**src/hw/arb_defines.svh**
```systemverilog
/*
  Shared constants for the four-requester arbiter.
  Pulled in by the package and by any RTL that decodes mode codes
  or loops over requesters.
*/

`ifndef ARB_DEFINES_SVH
`define ARB_DEFINES_SVH

// Requester count and the index width that goes with it
`define ARB_NUM_REQ   4
`define ARB_IDX_W     2

// Arbitration mode field
`define ARB_MODE_W    3

// Mode codes, anything above RAND grants nobody
`define ARB_MODE_P0   3'd0
`define ARB_MODE_P1   3'd1
`define ARB_MODE_P2   3'd2
`define ARB_MODE_P3   3'd3
`define ARB_MODE_RR   3'd4
`define ARB_MODE_RAND 3'd5

// Pseudo-random generator depth
`define ARB_LFSR_W    3

`endif

```
**src/hw/arb_pkg.sv**
```systemverilog
/*
  Types shared by the arbiter RTL and its testbench.
  Import with arb_pkg::* in the module header.
*/

`include "arb_defines.svh"

package arb_pkg;

  // One request bit per requester
  typedef logic [`ARB_NUM_REQ-1:0] req_vec_t;

  // Grant, one-hot or all zero
  typedef logic [`ARB_NUM_REQ-1:0] gnt_vec_t;

  // Requester index: preferred requester, random pick, RR pointer
  typedef logic [`ARB_IDX_W-1:0]   req_idx_t;

  // Arbitration mode, see ARB_MODE_* codes
  typedef logic [`ARB_MODE_W-1:0]  arb_mode_t;

  // LFSR state, bit 0 is stage one
  typedef logic [`ARB_LFSR_W-1:0]  lfsr_state_t;

  // Input bundle sampled every clock
  typedef struct packed {
    req_vec_t  req;
    arb_mode_t mode;
  } arb_in_t;

endpackage

```
**src/hw/pn_seq_gen.sv**
```systemverilog
/*
  Three-stage LFSR giving the preferred requester for random mode.
  Free-running after reset, period of 7 states.
*/

`timescale 1ns/10ps

module pn_seq_gen import arb_pkg::*; (
  input  logic     clk,
  input  logic     rst_n,
  output req_idx_t rand_idx
);

  lfsr_state_t state;  // {s3, s2, s1}
  logic        fb;

  // Feedback from stages one and three
  assign fb = state[0] ^ state[2];

  always_ff @(posedge clk or negedge rst_n) begin
    if (!rst_n) begin
      state <= 3'b001;  // s1=1, s2=0, s3=0
    end else begin
      state <= {state[1], state[0], fb};  // Shift toward s3
    end
  end

  // Last two stages, s3 on top
  assign rand_idx = {state[2], state[1]};

endmodule

```
**src/hw/pref_priority_sel.sv**
```systemverilog
/*
  Fixed-priority picker with one preferred requester.
  The preferred requester wins if it asks, otherwise the lowest other
  requesting index does. Purely combinational.
*/

`timescale 1ns/10ps

module pref_priority_sel import arb_pkg::*; (
  input  req_vec_t req,
  input  req_idx_t pref,
  output gnt_vec_t gnt
);

  gnt_vec_t pref_mask;   // One-hot of the preferred index
  req_vec_t other_req;   // Everyone except the preferred requester
  gnt_vec_t low_gnt;     // Lowest bit of other_req
  logic     pref_hit;

  assign pref_mask = gnt_vec_t'(1) << pref;
  assign pref_hit  = req[pref];
  assign other_req = req & ~pref_mask;

  // Isolate lowest set bit, zero stays zero
  assign low_gnt = other_req & (~other_req + gnt_vec_t'(1));

  assign gnt = pref_hit ? pref_mask : low_gnt;

endmodule

```
**src/hw/rr_select.sv**
```systemverilog
/*
  Round-robin picker for four requesters.
  The last grant sets the pointer and the search starts one above it,
  wrapping, so the last winner is considered last. Combinational.
*/

`timescale 1ns/10ps

`include "arb_defines.svh"

module rr_select import arb_pkg::*; (
  input  req_vec_t req,
  input  gnt_vec_t last_gnt,
  output gnt_vec_t gnt
);

  req_idx_t ptr;

  // One-hot to index, no grant maps to 0
  assign ptr = {last_gnt[3] | last_gnt[2], last_gnt[3] | last_gnt[1]};

  always_comb begin
    req_idx_t idx;
    logic     found;

    gnt   = '0;
    found = 1'b0;
    // Offset NUM_REQ wraps back onto ptr itself
    for (int k = 1; k <= `ARB_NUM_REQ; k++) begin
      idx = ptr + req_idx_t'(k);
      if (!found && req[idx]) begin
        gnt[idx] = 1'b1;
        found    = 1'b1;
      end
    end
  end

endmodule

```
**src/hw/arbiter_core.sv**
```systemverilog
/*
  Arbiter core: runs the fixed, round-robin and random pickers in
  parallel and registers the one chosen by the mode field.
  Grant appears one clock after request and mode are sampled.
*/

`timescale 1ns/10ps

`include "arb_defines.svh"

module arbiter_core import arb_pkg::*; (
  input  logic     clk,
  input  logic     rst_n,
  input  arb_in_t  arb_in,
  input  req_idx_t rand_idx,
  output gnt_vec_t gnt
);

  req_vec_t  req;
  arb_mode_t mode;
  req_idx_t  fix_pref;

  gnt_vec_t  fix_gnt;    // Modes 0..3
  gnt_vec_t  rr_gnt;     // Mode 4
  gnt_vec_t  rand_gnt;   // Mode 5
  gnt_vec_t  gnt_nxt;

  assign req  = arb_in.req;
  assign mode = arb_in.mode;

  // Low mode bits name the favoured requester in fixed modes
  assign fix_pref = mode[`ARB_IDX_W-1:0];

  pref_priority_sel fix_sel_inst (
    .req  (req),
    .pref (fix_pref),
    .gnt  (fix_gnt)
  );

  pref_priority_sel rand_sel_inst (
    .req  (req),
    .pref (rand_idx),
    .gnt  (rand_gnt)
  );

  // Pointer comes from our own registered grant
  rr_select rr_sel_inst (
    .req      (req),
    .last_gnt (gnt),
    .gnt      (rr_gnt)
  );

  always_comb begin
    case (mode)
      `ARB_MODE_P0,
      `ARB_MODE_P1,
      `ARB_MODE_P2,
      `ARB_MODE_P3:   gnt_nxt = fix_gnt;
      `ARB_MODE_RR:   gnt_nxt = rr_gnt;
      `ARB_MODE_RAND: gnt_nxt = rand_gnt;
      default:        gnt_nxt = '0;  // Modes 6, 7 grant nobody
    endcase
  end

  always_ff @(posedge clk or negedge rst_n) begin
    if (!rst_n) begin
      gnt <= '0;
    end else begin
      gnt <= gnt_nxt;
    end
  end

endmodule

```
**src/hw/arb_top.sv**
```systemverilog
/*
  Top level of the four-requester arbiter.
  Joins the LFSR for random mode to the arbiter core.
*/

`timescale 1ns/10ps

module arb_top import arb_pkg::*; (
  input  logic     clk,
  input  logic     rst_n,
  input  arb_in_t  arb_in,
  output gnt_vec_t gnt
);

  req_idx_t rand_idx;  // Preferred requester in random mode

  pn_seq_gen pn_seq_gen_inst (
    .clk      (clk),
    .rst_n    (rst_n),
    .rand_idx (rand_idx)
  );

  arbiter_core arbiter_core_inst (
    .clk      (clk),
    .rst_n    (rst_n),
    .arb_in   (arb_in),
    .rand_idx (rand_idx),
    .gnt      (gnt)
  );

endmodule

```
**config.mk**
```make
export PLATFORM = sky130hd
export DESIGN_NAME = arb_top
export DESIGN_NICKNAME = d
export VERILOG_FILES = /design/src/hw/arb_pkg.sv /design/src/hw/pn_seq_gen.sv /design/src/hw/pref_priority_sel.sv /design/src/hw/rr_select.sv /design/src/hw/arbiter_core.sv /design/src/hw/arb_top.sv
export VERILOG_INCLUDE_DIRS = /design/src /design/src/hw
export SDC_FILE = /design/constraint.sdc
export NUM_CORES = 1
export LEC_CHECK = 0
export ABC_AREA = 1
export BUFFER_PORTS_ARGS = -buffer_cell sky130_fd_sc_hd__buf_4
export CORE_MARGIN = 2
export CORE_UTILIZATION = 50
export CTS_CLUSTER_SIZE = 12
export DETAILED_ROUTE_END_ITERATION = 16
export HOLD_SLACK_MARGIN = 0.03
export PLACE_DENSITY = 0.73
export SYNTH_ARGS = -nofsm -noshare
export SYNTH_HDL_FRONTEND = slang
export SYNTH_SLANG_ARGS = --single-unit
```
**constraint.sdc**
```tcl
create_clock -name clk -period 3.8 [get_ports clk]
set_input_delay 0.76 -clock clk [delete_from_list [all_inputs] [get_ports clk]]
set_output_delay 0.76 -clock clk [all_outputs]
set_load 0.05 [all_outputs]
```
==> run metrics <==
CTS root buf=clkbuf_4; clock net sink count=7; clock share of power=between 10% and 20%; area of placed instances=about 0.0011 mm^2; final worst slack=1690 ps; DRT Pass-1 Iters=4; vias in the first global route=around 920; Max Clock Skew=8.99 ps; Wirelength per Cell=10.5 um; Total GRT Usage=19.3%; Layout Cells excl Fill=203; number of library cell types mapped by synthesis=22; die height=a little under 50 um; power per standard cell area=361 mW/mm^2; die span in x=slightly below 50 um; Worst setup EP type=flop; die area=0.00235 mm^2; fmax=473 MHz; Syn. warnings=0; share of post-route cells with drive strength above 1=about a fifth; Final Cycle Share=55.6%; final core utilization=between 50 and 60%; Iter 0 DRT Violations=22; Net Sw Frac=approximately half; initial core utilization=between 50% and 60%; post-synthesis instance total=160; area grow syn2layout=15.3%; Mean Syn Cell Area=6.19 um^2; Comb pwr share=between 60% and 70%; max-slew violation count=0; Final min period=2110 ps; Avg Vias per Cell=5.02; Detail Route Antenna Nets=0; Min-Delay Path Class=input pin to asynchronous set/reset pin; Seq/Total Area, Yosys=between 10% and 20%; Post-Synth Simple-Gate Area=59.0%; multiplexer area fraction after synthesis=0%; CP Max Fanout=8; largest family of logic cells by synthesized area=simple AND/OR/NAND/NOR gates; fillcell total=207; Net count, final=194; pre-CTS setup slack=around 1700 ps; Hold-fix buffers, CTS=0; placed cells=~200; clock buffer depth=2; Rows=16; largest net degree at the start of global routing=11; Synth Area in Compound Gates=4.29%; gpl congestion=0.929; Syn Nets=~180; CTS buffer count=3; Synth Area in XOR/XNOR=0.884%; clk_lat worst skew=250 ps; Post-CTS Setup Bufs=0; first-pass GRT wire length=approximately 3700 um; worst endpoint required time=about 4000 ps; Worst EP arrival=around 2300 ps; Port Buffer Count=12; Hold Fails Final Rpt=0; P_sw=slightly above 0.2 mW; area of the mapped netlist=~990 um^2; drc violations=0; Antenna Cells=0; post-DP HPWL=1790 um; Flop pwr share=20.6%; VDD IR max=roughly 0.27 mV; core region area=around 0.0019 mm^2; setup_tns=0 ps; relative slew slack=66.8%; Post-CTS Resized=0; io pins=13; Setup CP Type=flop to flop; adder-cell share of the synthesized area=10.1%; post-route cell area=0.00114 mm^2; Reg clk slew, reported paths=60 ps; Worst-Margin Slew=495 ps; routed wire length=2130 um; Leakage Power=0.647 nW; Vias=a little over 1k; status=finished, final reports clean; initial antenna violation count=0; total gr overflow=0; CTS tree=yes; # setup viols final=0; RSZ-0062 raised after global routing=false; cell internal pwr=0.206 mW; flops & latches, synth=7; max cap viols=0; H-tree depth=1; startpoint types=flop
[per-stage QoR]
stage                     power [mW]  hold WS (ps)
after floorplan                0.293           395
after global placement         0.341           399
after detailed placement       0.346           401
after CTS                      0.414           301
after global routing           0.448           291
final                          0.412           307
[kinds of logic after synthesis]
kind of cell | Yosys count
simple gates | 115
buf+inv | 21
compound gates | 8
fa+ha+maj | 8
flops | 7
xor+xnor | 1
[area by class of cell]
type | instances | area [um^2] | share of cell area [%]
clock buffers | 3 | 22.5 | 1.97
clock inverters | 1 | 5.00 | 0.438
inverters | 21 | 78.8 | 6.90
multi-input cells | 132 | 736 | 64.4
flip-flops and latches | 7 | 176 | 15.4
well taps | 27 | 33.8 | 2.96
repair buffers | 12 | 90.1 | 7.89
[power by group through the flow]
stage | logic (mW) | registers (mW) | clock network (mW)
floorplan | 0.190 | 0.103 | 0
global placement | 0.256 | 0.0858 | 0
detailed placement | 0.260 | 0.0861 | 0
CTS | 0.260 | 0.0850 | 0.0692
global route | 0.286 | 0.0855 | 0.0765
finish | 0.260 | 0.0850 | 0.0668
[worst paths after layout]
path | startpoint | end | slack [ps] | cells past startpoint
worst max-delay path | arbiter_core_inst.gnt[3] | arbiter_core_inst.gnt[2] | 1690 | 11
worst min-delay path | rst_n | pn_seq_gen_inst.state[2] | 310 | 1
max in group asynchronous | rst_n | pn_seq_gen_inst.state[0] | 3290 | 1
min in group clk | pn_seq_gen_inst.state[0] | pn_seq_gen_inst.state[1] | 410 | 0
worst max register to register | arbiter_core_inst.gnt[3] | arbiter_core_inst.gnt[2] | 1690 | 11
worst min register to register | pn_seq_gen_inst.state[0] | pn_seq_gen_inst.state[1] | 410 | 0
[synth_stat cells]
| library cell | number | area, um^2 |
|---|---|---|
| nor2_4 | 2 | 22.5 |
| a21oi_1 | 1 | 5.00 |
| inv_2 | 3 | 11.3 |
| dfstp_2 | 1 | 26.3 |
| nand4_1 | 1 | 6.26 |
| xor2_1 | 1 | 8.76 |
| nor3_1 | 3 | 15.0 |
| o21ai_0 | 6 | 30.0 |
| ha_1 | 8 | 100 |
| nor2_8 | 1 | 20.0 |
| nand2_1 | 58 | 218 |
| nand3_4 | 1 | 17.5 |
| nand2_2 | 4 | 25.0 |
| nor2_2 | 1 | 6.26 |
| nand2_4 | 4 | 45.0 |
| inv_1 | 18 | 67.6 |
| dfrtp_1 | 6 | 150 |
| nand3_2 | 3 | 30.0 |
| nand3_1 | 27 | 135 |
| o211ai_1 | 1 | 7.51 |
| nor3_2 | 1 | 10.0 |
| nor2_1 | 9 | 33.8 |
[critical path, cell delays in order (launching register included)]
cell and delay (ps):
dfrtp_1 440, nor2_2 290, inv_2 120, ha_1 410, inv_1 120, nand3_2 110, nand2_4 90, nor2_8 150
nand3_1 90, nand3_1 100, nand2_1 60, nand2_1 80
[routing by layer]
layer | track usage, % | vias to the layer above | share of wire [%]
li1 | - | 542 | -
met1 | 25.1 | 444 | 46
met2 | 33.3 | 31 | 49
met3 | 4.32 | 2 | 3.8
met4 | 2.86 | 0 | 0.75
met5 | 0 | - | 0
[sequential cells by signal (all words and copies together), names as in the netlist]
name and flops:
arbiter_core_inst.gnt 4, pn_seq_gen_inst.state 3
[placed cells by master, fill, tap and decap left out]
cell and n:
a21oi_1 1, buf_4 12, clkbuf_4 3, clkinv_2 1, dfrtp_1 6, dfstp_2 1
ha_1 8, inv_1 18, inv_2 3, nand2_1 58, nand2_2 4, nand2_4 4
nand3_1 27, nand3_2 3, nand3_4 1, nand4_1 1, nor2_1 9, nor2_2 1
nor2_4 2, nor2_8 1, nor3_1 3, nor3_2 1, o211ai_1 1, o21ai_0 6
xor2_1 1
Power figures use the tool's default switching activity.
